[config.mk]
export PLATFORM = sky130hd
export DESIGN_NAME = pce_input_top
export DESIGN_NICKNAME = d
export VERILOG_FILES = /design/src/pce_input_pkg.sv /design/src/pce_input_top.sv /design/src/pad_nibble_select.sv /design/src/mouse_reader.sv /design/src/multitap_scanner.sv
export VERILOG_INCLUDE_DIRS = /design/src
export SDC_FILE = /design/constraint.sdc
export NUM_CORES = 1
export LEC_CHECK = 0
export BUFFER_PORTS_ARGS = -buffer_cell sky130_fd_sc_hd__buf_2
export CORE_MARGIN = 2
export CORE_UTILIZATION = 50
export CTS_CLUSTER_DIAMETER = 100
export DETAILED_ROUTE_END_ITERATION = 10
export PLACE_DENSITY = 0.77
export REMOVE_ABC_BUFFERS = 1
export SYNTH_ARGS = -nofsm -noshare
export SYNTH_HDL_FRONTEND = slang
export SYNTH_HIERARCHICAL = 1
export SYNTH_SLANG_ARGS = --single-unit
[constraint.sdc]
create_clock -name clk_sys -period 2 [get_ports clk_sys]
set_input_delay 0.4 -clock clk_sys [delete_from_list [all_inputs] [get_ports clk_sys]]
set_output_delay 0.4 -clock clk_sys [all_outputs]
set_load 0.05 [all_outputs]
[src/pce_input_defs.svh]
/*
 * Joypad connector sizes for the console input block.
 * PCE_PAD_COUNT must stay below 2**PCE_PORT_BITS so that the spare ports read F.
 */

`ifndef PCE_INPUT_DEFS_SVH
`define PCE_INPUT_DEFS_SVH

// ========================================
// Multitap
// ========================================

// Pads behind the multitap
`define PCE_PAD_COUNT 5

// Port counter, wraps at 8
`define PCE_PORT_BITS 3

// ========================================
// Mouse and data bus
// ========================================

// Idle counter, about 1.3 ms at 25 MHz before the nibble index resets
`define PCE_MOUSE_IDLE_BITS 15

// Data nibble returned to the console
`define PCE_NIBBLE_BITS 4

`endif
[src/pce_input_pkg.sv]
/*
 * Types shared by the input block and its testbench.
 * Pad buttons are active high here. The connector inverts them.
 */

`include "pce_input_defs.svh"

package pce_input_pkg;

	// One pad, bit 0 right .. bit 3 up, 4..7 I/II/Select/Run, 8..11 III..VI
	typedef logic [11:0] pad_buttons_t;

	// All multitap pads, pad 0 in the low bits
	typedef pad_buttons_t [`PCE_PAD_COUNT-1:0] pad_set_t;

	typedef logic [`PCE_PORT_BITS-1:0] port_num_t;
	typedef logic [`PCE_NIBBLE_BITS-1:0] nibble_t;
	typedef logic [7:0] mouse_byte_t;

	// Console control lines, sel in bit 0
	typedef struct packed {
		logic clr;
		logic sel;
	} port_ctl_t;

	// Static configuration levels
	typedef struct packed {
		logic multitap_en;
		logic six_button_en;
		logic mouse_en;
	} input_cfg_t;

	// Same layout as the host mouse word, stb toggles per packet
	typedef struct packed {
		logic       stb;
		logic [7:0] dy;
		logic [7:0] dx;
		logic [7:0] flags;
	} mouse_pkt_t;

	typedef struct packed {
		port_num_t port;
		logic      high_bank;
	} scan_state_t;

endpackage

[src/pce_input_top.sv]
/*
 * Joypad connector as the console reads it.
 * joy_in follows any input change within two clk_sys cycles.
 */

`timescale 1ns/1ps

module pce_input_top (
	input  logic                      clk_sys,
	input  logic                      reset,
	input  pce_input_pkg::port_ctl_t  port_ctl,
	input  pce_input_pkg::input_cfg_t cfg,
	input  pce_input_pkg::pad_set_t   pads,
	input  pce_input_pkg::mouse_pkt_t mouse_pkt,
	output pce_input_pkg::nibble_t    joy_in
);

	import pce_input_pkg::*;

	scan_state_t scan;
	mouse_byte_t mouse_byte;

	multitap_scanner multitap_scanner_i (
		.clk_sys  (clk_sys),
		.reset    (reset),
		.port_ctl (port_ctl),
		.cfg      (cfg),
		.scan     (scan)
	);

	// Select and Run of pad 0 pass through on the mouse port
	mouse_reader mouse_reader_i (
		.clk_sys         (clk_sys),
		.reset           (reset),
		.port_ctl        (port_ctl),
		.pkt             (mouse_pkt),
		.pad0_select_run (pads[0][7:6]),
		.mouse_byte      (mouse_byte)
	);

	pad_nibble_select pad_nibble_select_i (
		.clk_sys    (clk_sys),
		.reset      (reset),
		.port_ctl   (port_ctl),
		.cfg        (cfg),
		.pads       (pads),
		.scan       (scan),
		.mouse_byte (mouse_byte),
		.joy_in     (joy_in)
	);

endmodule

[src/pad_nibble_select.sv]
/*
 * Builds the 16-bit word of the selected port and registers one nibble.
 * Ports past the last pad read F in the low three nibbles.
 */

`timescale 1ns/1ps

`include "pce_input_defs.svh"

module pad_nibble_select (
	input  logic                       clk_sys,
	input  logic                       reset,
	input  pce_input_pkg::port_ctl_t   port_ctl,
	input  pce_input_pkg::input_cfg_t  cfg,
	input  pce_input_pkg::pad_set_t    pads,
	input  pce_input_pkg::scan_state_t scan,
	input  pce_input_pkg::mouse_byte_t mouse_byte,
	output pce_input_pkg::nibble_t     joy_in
);

	import pce_input_pkg::*;

	logic [15:0] port_word;
	logic [3:0]  bit_base;

	// Connector order, active low, top nibble always 0
	function automatic logic [15:0] pad_word(input pad_buttons_t b);
		logic [3:0] dirs;
		dirs = {b[2], b[1], b[0], b[3]};
		return {4'h0, ~b[11:8], ~dirs, ~b[7:4]};
	endfunction

	always_comb begin
		port_word = 16'h0FFF;
		for (int i = 0; i < `PCE_PAD_COUNT; i++) begin
			if (scan.port == port_num_t'(i)) begin
				port_word = pad_word(pads[i]);
			end
		end
		// Mouse sits in place of pad 0
		if (scan.port == '0 && cfg.mouse_en) begin
			port_word = {mouse_byte, mouse_byte};
		end
	end

	// Nibble 0..3 picked by {high_bank, sel}
	assign bit_base = {scan.high_bank, port_ctl.sel, 2'b00};

	always_ff @(posedge clk_sys) begin
		if (reset) begin
			joy_in <= '0;
		end else if (port_ctl.clr) begin
			joy_in <= '0;
		end else begin
			joy_in <= port_word[bit_base +: 4];
		end
	end

	// ========================================
	// Checks
	// ========================================

	joy_zero_after_clr: assert property (
		@(posedge clk_sys) disable iff (reset)
		port_ctl.clr |=> (joy_in == '0)
	);

endmodule

[src/mouse_reader.sv]
/*
 * Mouse on port 0. Motion is read as four nibbles, one per clr pulse.
 * A new packet is seen when stb differs from its value one cycle earlier.
 * Left and right buttons are shown live, motion only after a full read.
 */

`timescale 1ns/1ps

`include "pce_input_defs.svh"

module mouse_reader (
	input  logic                       clk_sys,
	input  logic                       reset,
	input  pce_input_pkg::port_ctl_t   port_ctl,
	input  pce_input_pkg::mouse_pkt_t  pkt,
	input  logic [1:0]                 pad0_select_run,
	output pce_input_pkg::mouse_byte_t mouse_byte
);

	logic                            last_clr;
	logic                            last_stb;
	logic                            clr_rise;
	logic [`PCE_MOUSE_IDLE_BITS-1:0] idle_cnt;
	logic [1:0]                      nib_idx;

	// Pending motion from the host, latched motion seen by the console
	logic [7:0] pend_x;
	logic [7:0] pend_y;
	logic [7:0] ms_x;
	logic [7:0] ms_y;

	assign clr_rise = port_ctl.clr & ~last_clr;

	always_ff @(posedge clk_sys) begin
		if (reset) begin
			last_clr <= 1'b0;
			last_stb <= 1'b0;
			idle_cnt <= '0;
			nib_idx  <= 2'd3;
			pend_x   <= '0;
			pend_y   <= '0;
			ms_x     <= '0;
			ms_y     <= '0;
		end else begin
			last_clr <= port_ctl.clr;
			last_stb <= pkt.stb;

			if (port_ctl.clr) begin
				idle_cnt <= '0;
			end else if (~&idle_cnt) begin
				idle_cnt <= idle_cnt + 1'b1;
			end

			// Console gave up mid-read, start over at x high
			if (&idle_cnt) begin
				nib_idx <= 2'd3;
			end

			if (clr_rise) begin
				nib_idx <= nib_idx + 1'b1;
				if (&nib_idx) begin
					ms_x   <= pend_x;
					ms_y   <= pend_y;
					pend_x <= '0;
					pend_y <= '0;
				end
			end

			// Host x axis runs the other way
			if (pkt.stb ^ last_stb) begin
				pend_x <= 8'd0 - pkt.dx;
				pend_y <= pkt.dy;
			end
		end
	end

	assign mouse_byte[3:0] = ~{pad0_select_run, pkt.flags[0], pkt.flags[1]};

	always_comb begin
		case (nib_idx)
			2'd0:    mouse_byte[7:4] = ms_x[7:4];
			2'd1:    mouse_byte[7:4] = ms_x[3:0];
			2'd2:    mouse_byte[7:4] = ms_y[7:4];
			default: mouse_byte[7:4] = ms_y[3:0];
		endcase
	end

endmodule

[src/multitap_scanner.sv]
/*
 * Multitap port counter and six-button bank flag.
 * sel and clr are taken as already synchronous to clk_sys.
 */

`timescale 1ns/1ps

module multitap_scanner (
	input  logic                       clk_sys,
	input  logic                       reset,
	input  pce_input_pkg::port_ctl_t   port_ctl,
	input  pce_input_pkg::input_cfg_t  cfg,
	output pce_input_pkg::scan_state_t scan
);

	import pce_input_pkg::*;

	logic last_sel;
	logic last_clr;
	logic sel_rise;
	logic clr_rise;

	assign sel_rise = port_ctl.sel & ~last_sel;
	assign clr_rise = port_ctl.clr & ~last_clr;

	always_ff @(posedge clk_sys) begin
		if (reset) begin
			last_sel <= 1'b0;
			last_clr <= 1'b0;
			scan     <= '0;
		end else begin
			last_sel <= port_ctl.sel;
			last_clr <= port_ctl.clr;

			if (port_ctl.clr) begin
				scan.port <= '0;
				// Each clr pulse flips the bank on a six-button pad
				if (clr_rise) begin
					scan.high_bank <= ~scan.high_bank & cfg.six_button_en;
				end
			end else if (sel_rise && cfg.multitap_en) begin
				scan.port <= scan.port + port_num_t'(1);
			end
		end
	end

	// ========================================
	// Checks
	// ========================================

	// clr always returns the tap to the first pad
	port_zero_after_clr: assert property (
		@(posedge clk_sys) disable iff (reset)
		port_ctl.clr |=> (scan.port == '0)
	);

endmodule

Word-level counts from Yosys, hierarchy flattened:

Index checks and enable logic that the tools add are counted.

* bitwise logic cells: 23
* reduce and logical (&&, ||, !) cells: 13
* shift-type cells: 1
* add/subtract/negate cells: 4
* equal/unequal tests: 6
* muxes and demuxes: 13

Operators by type and width (count)
* NOT 4 bit: 16
* two-way mux 12 bit: 5
* two-way mux 8 bit: 4
* two-way mux 16 bit: 1
* indexed part select 16 x 5 -> 4 bit: 1
* adder 15 x 1 -> 15 bit, second input constant: 1
* AND reduction 15 bit: 1
* case mux 4 bit (3 select lines): 1
* subtractor 1 x 8 -> 8 bit, first input constant: 1
* == test 3 x 2 -> 1 bit, second input constant: 2
* AND reduction 2 bit: 3
* nonzero test 2 bit: 3
* two-way mux 2 bit: 2
* adder 3 x 1 -> 3 bit, second input constant: 1
* AND 1 bit: 3
* == test 3 x 1 -> 1 bit, second input constant: 1
* == test 3 bit, second input constant: 1
* logical NOT 3 bit: 1
* NOT 1 bit: 3
* AND reduction 3 bit: 1
* adder 2 x 1 -> 2 bit, second input constant: 1
* == test 2 x 1 -> 1 bit, second input constant: 1
* == test 2 bit, second input constant: 1
* logical AND 1 bit: 2
* other kinds (3): 3

* output and inout bits: 4
* register bits after elaboration: 60
* input bits: 92
* logic and storage cells: 72

Depth between registers and ports, before layout:

* depth in word-level cells: 8
* depth in mapped cells: 7
* depth with buffers taken out: 7

Cells and area by module:

The synthesis kept the hierarchy.

By module, submodules not included
* mouse_reader: cells an instance 265, area each 2293.4 um2, instances 1
* pad_nibble_select: cells an instance 108, area each 802.0 um2, instances 1
* multitap_scanner: cells an instance 21, area each 227.7 um2, instances 1

Worst setup path before layout:

OpenSTA, ideal clock, no wires.

* path type: register to register
* start point: register mouse_reader_i.nib_idx[0]
* end point: register pad_nibble_select_i.joy_in[0]
* slack: 0.321 ns
* data arrival time: 1.551 ns
* required time: 1.872 ns
* path buffers: 0
* setup time: 0.128 ns
* period minus slack after synthesis: 1.679 ns
* cell stages (with the launch flop): 8
* path through: dfxtp_1 -> inv_1 -> ha_1 -> a222oi_1 -> mux2i_1 -> mux2_2 -> o21ai_0 -> a31oi_1

* word-level cells in the longest chain between the ends: 4

RTL lines
* start, declared: RTL line mouse_reader.sv:24 `logic [1:0] nib_idx;`
* start signal, assigned: RTL line mouse_reader.sv:60 `nib_idx <= nib_idx + 1'b1;`
* == test 2 bit (tied with other cells): RTL line mouse_reader.sv:80 `case (nib_idx)`
* case mux 4 bit (3 select lines) (*): RTL line mouse_reader.sv:80
* named net mouse_byte[4]: RTL line pce_input_top.sv:21 `mouse_byte_t mouse_byte;`
* two-way mux 16 bit (*): RTL line pad_nibble_select.sv:41 `if (scan.port == '0 && cfg.mouse_en) begin`
* indexed part select 16 x 5 -> 4 bit (*): RTL line pad_nibble_select.sv:55 `joy_in <= port_word[bit_base +: 4];`
* end signal, assigned: RTL line pad_nibble_select.sv:55
* end, declared: RTL line pad_nibble_select.sv:18 `output pce_input_pkg::nibble_t joy_in`

The timed path passes the listed nets; every way through them passes the cells marked *.
A chain may end at the register's enable or synchronous reset.

Worst setup path in the final report:

* start point: register mouse_reader_i.nib_idx[1]
* end point: register pad_nibble_select_i.joy_in[1]

Same word-level chain as after synthesis.

==> summary.txt <==
Clocking
  – Clock-pin slew on the worst setup and hold paths: 0.07 ns
  – Hold buffers post-CTS: 0
  – H-tree Lvls: 3
  – Skew-Pair Late Insertion Delay: 0.33 ns
  – Total CTS buffers: 9
  – CTS-repair resized insts: 0
  – CTS tree: done
  – Num Clock Sinks: 61
  – Longest Clk Path Bufs: 2
  – Postcts setup bufs: 0
  – Clk root buf: clkbuf_8

GRT
  – First-pass GRT wire length: 13200 um
  – GRT overflow: 0
  – Largest net degree at the start of global routing: 32
  – Initial antenna violation count: 0
  – Total GRT Usage: 0.220
  – Vias in the first global route: 3009

Route
  – WL final: 7770 um
  – Drt pass-1 iters: 5
  – DRC errors left: 0
  – Vias/cell: 5.66
  – Post-route ant nets: 0
  – Via count: 3206
  – WL/cell: 13.7 um
  – Drt first-iter violations: 233

Worst setup path
  – RR Startpoint: mouse_reader_i/nib_idx[1]
  – Slowest cell on crit path: dfxtp_1
  – CP Max Fanout: 7
  – Kind of critical path: reg2reg
  – CP endpoint kind: register
  – Worst setup path start: mouse_reader_i/nib_idx[1]
  – Crit-path cells: inv_1 -> ha_1 -> a222oi_1 -> mux2i_1 -> mux2_2 -> o21ai_0 -> a31oi_1
  – Max incr delay on CP: 0.45 ns
  – Worst Path Arrival: 2.06 ns
  – Critical Path RT: 2.21 ns
  – CP Launch Type: register

Cells and area
  – Layout area overhead: 21.3%
  – # diodes: 0
  – Fin cells: 566
  – Fill cell count: 566
  – Final nets: 584
  – Ratio of cells with drive above 1 in the final layout: 0.278

Floorplanning
  – Core Rows: 29
  – Core Box Area: 0.00639 mm2
  – Starting Density: 0.520
  – Die footprint: 0.00731 mm2
  – Die Wd: 85.5 um
  – Die height: 85.5 um
  – Io pins: 96

Yosys
  – Most frequent cell after synthesis: dfxtp_1
  – Number of synthesized flops with an enable pin: 0
  – Register bit count reported by yosys: 61
  – Cell Area, Synth: 0.00332 mm2
  – Warnings from Yosys: 6
  – Ys async rst share: 0
  – Yosys top cell by area: dfxtp_1
  – Synth Area per Inst: 8.43 um2
  – Syn Inst Count: 394
  – Seq/Total Area, Yosys: 0.367
  – Post-synth top flop: dfxtp_1
  – Share of the synthesized area in the top cell type: 0.367
  – Synth top cells by count: dfxtp_1 (61), nand2_1 (46), a21oi_1 (30)
  – Synth area leaders: dfxtp_1 (37%), mux2i_1 (8.1%), nand2_1 (5.2%), a21oi_1 (4.5%), nor2_1 (3.3%)
  – Synth cell types: 54

Placement
  – Placed cells: 550
  – Post-DP HPWL: 5710 um
  – PortBufs: 89
  – GPL Wtd Cong: 0.833

Power and ir drop
  – Total power per unit cell area: 670 mW/mm2
  – Worst vdd ir: 0.000751 V
  – Leakage: 1.64 nW

Hold path
  – Hold Crit Class: in2reg
  – Hold_sp: mouse_pkt[17]

Run status
  – Status: complete, no violations

STA
  – Hold slack: 0.317 ns
  – Slew @ Worst Pin: 0.495 ns
  – RSZ-0062 raised after global routing: false
  – Final hold vios: 0
  – Final setup vio count: 0
  – Fin Setup TNS: 0 ns
  – Max Freq: 541 MHz
  – Final Cycle Share: 0.925
  – Max-slew violation count: 0
  – Rel. slew slack: 0.667
  – Clock Skew: 0.00940 ns
  – Crit path time final: 1.85 ns

Run
  – Max Cap Viol: 0
-- metrics by stage --
stage	utilization	worst slack (ns)	total power, mW	area (um2)
after floorplan	-	-0.0659	1.54	3200
after global placement	0.602	0.209	1.71	3850
after detailed placement	0.602	0.219	1.72	3850
after CTS	0.631	0.180	2.73	4030
after global routing	0.631	0.0178	2.85	4030
final	0.631	0.151	2.70	4030
-- metal layers --
metal / track usage / share of wire / vias up
met5: 0 / 0 / -
met4: 0.0722 / 0.0086 / 0
met3: 0.0626 / 0.052 / 6
met2: 0.362 / 0.48 / 77
met1: 0.279 / 0.46 / 1499
li1: - / - / 1624
-- where the power goes --
| group | switching [mW] | internal, mW |
|---|---|---|
| Clock | 0.510 | 0.491 |
| Sequential | 0.0310 | 1.26 |
| Combinational | 0.218 | 0.186 |
-- critical path: cells and delay by family (launching register included) --
| kind | cells | cell delay, ns |
|---|---|---|
| buf+inv | 1 | 0.11 |
| flops | 1 | 0.45 |
| compound gates | 3 | 0.57 |
| mux | 2 | 0.38 |
| fa+ha+maj | 1 | 0.24 |
-- area by class of cell --
| type | count | area [um2] | share of cell area |
|---|---|---|---|
| flip-flops and latches | 61 | 1220 | 0.303 |
| inverters | 18 | 67.6 | 0.0168 |
| repair buffers | 101 | 548 | 0.136 |
| clock inverters | 6 | 47.5 | 0.0118 |
| clock buffers | 10 | 138 | 0.0341 |
| well taps | 77 | 96.3 | 0.0239 |
| multi-input cells | 293 | 1910 | 0.475 |
-- flip-flops by register name, summed over array words and instances, names as in the netlist --
signal	flops
mouse_reader_i/ms_y	8
mouse_reader_i/pend_x	8
multitap_scanner_i/last_clr	1
mouse_reader_i/last_stb	1
multitap_scanner_i/scan	4
mouse_reader_i/pend_y	8
mouse_reader_i/nib_idx	2
mouse_reader_i/ms_x	8
mouse_reader_i/last_clr	1
multitap_scanner_i/last_sel	1
mouse_reader_i/idle_cnt	15
pad_nibble_select_i/joy_in	4
-- worst paths after layout --
check | slack [ns] | cells past startpoint | to
max | 0.15 | 7 | pad_nibble_select_i/joy_in[1]
min | 0.32 | 3 | mouse_reader_i/pend_y[1]
max reg2reg | 0.15 | 7 | pad_nibble_select_i/joy_in[1]
min reg2reg | 0.45 | 2 | mouse_reader_i/ms_x[6]
-- logic make-up after synthesis --
family	synth area share
and+or+nand+nor	0.220
AOI/OAI and AO/OA	0.200
DFF	0.367
buffers and inverters	0.0568
muxes	0.102
xor gates and xnor gates	0.0233
adders and majority gates	0.0301
-- cells in the final DEF (no fill, tap or decap), types with 3 or more instances in the layout --
| cell | count |
|---|---|
| a32oi_1 | 3 |
| xor2_1 | 5 |
| and3_1 | 4 |
| nor3_1 | 10 |
| nand3b_1 | 4 |
| buf_4 | 11 |
| a22oi_1 | 13 |
| o221ai_1 | 6 |
| inv_1 | 17 |
| nand2_1 | 46 |
| mux2_2 | 6 |
| nor2b_1 | 7 |
| a222oi_1 | 4 |
| ha_1 | 8 |
| dfxtp_1 | 61 |
| o21ai_1 | 3 |
| nor4_1 | 4 |
| buf_2 | 89 |
| a31oi_1 | 14 |
| o21ai_0 | 16 |
| nand3_1 | 12 |
| or3_2 | 5 |
| a21oi_1 | 30 |
| clkinv_4 | 3 |
| mux2i_1 | 27 |
| clkbuf_8 | 10 |
| nor2_1 | 29 |
| or3_1 | 3 |
Power figures use the tool's default switching activity.
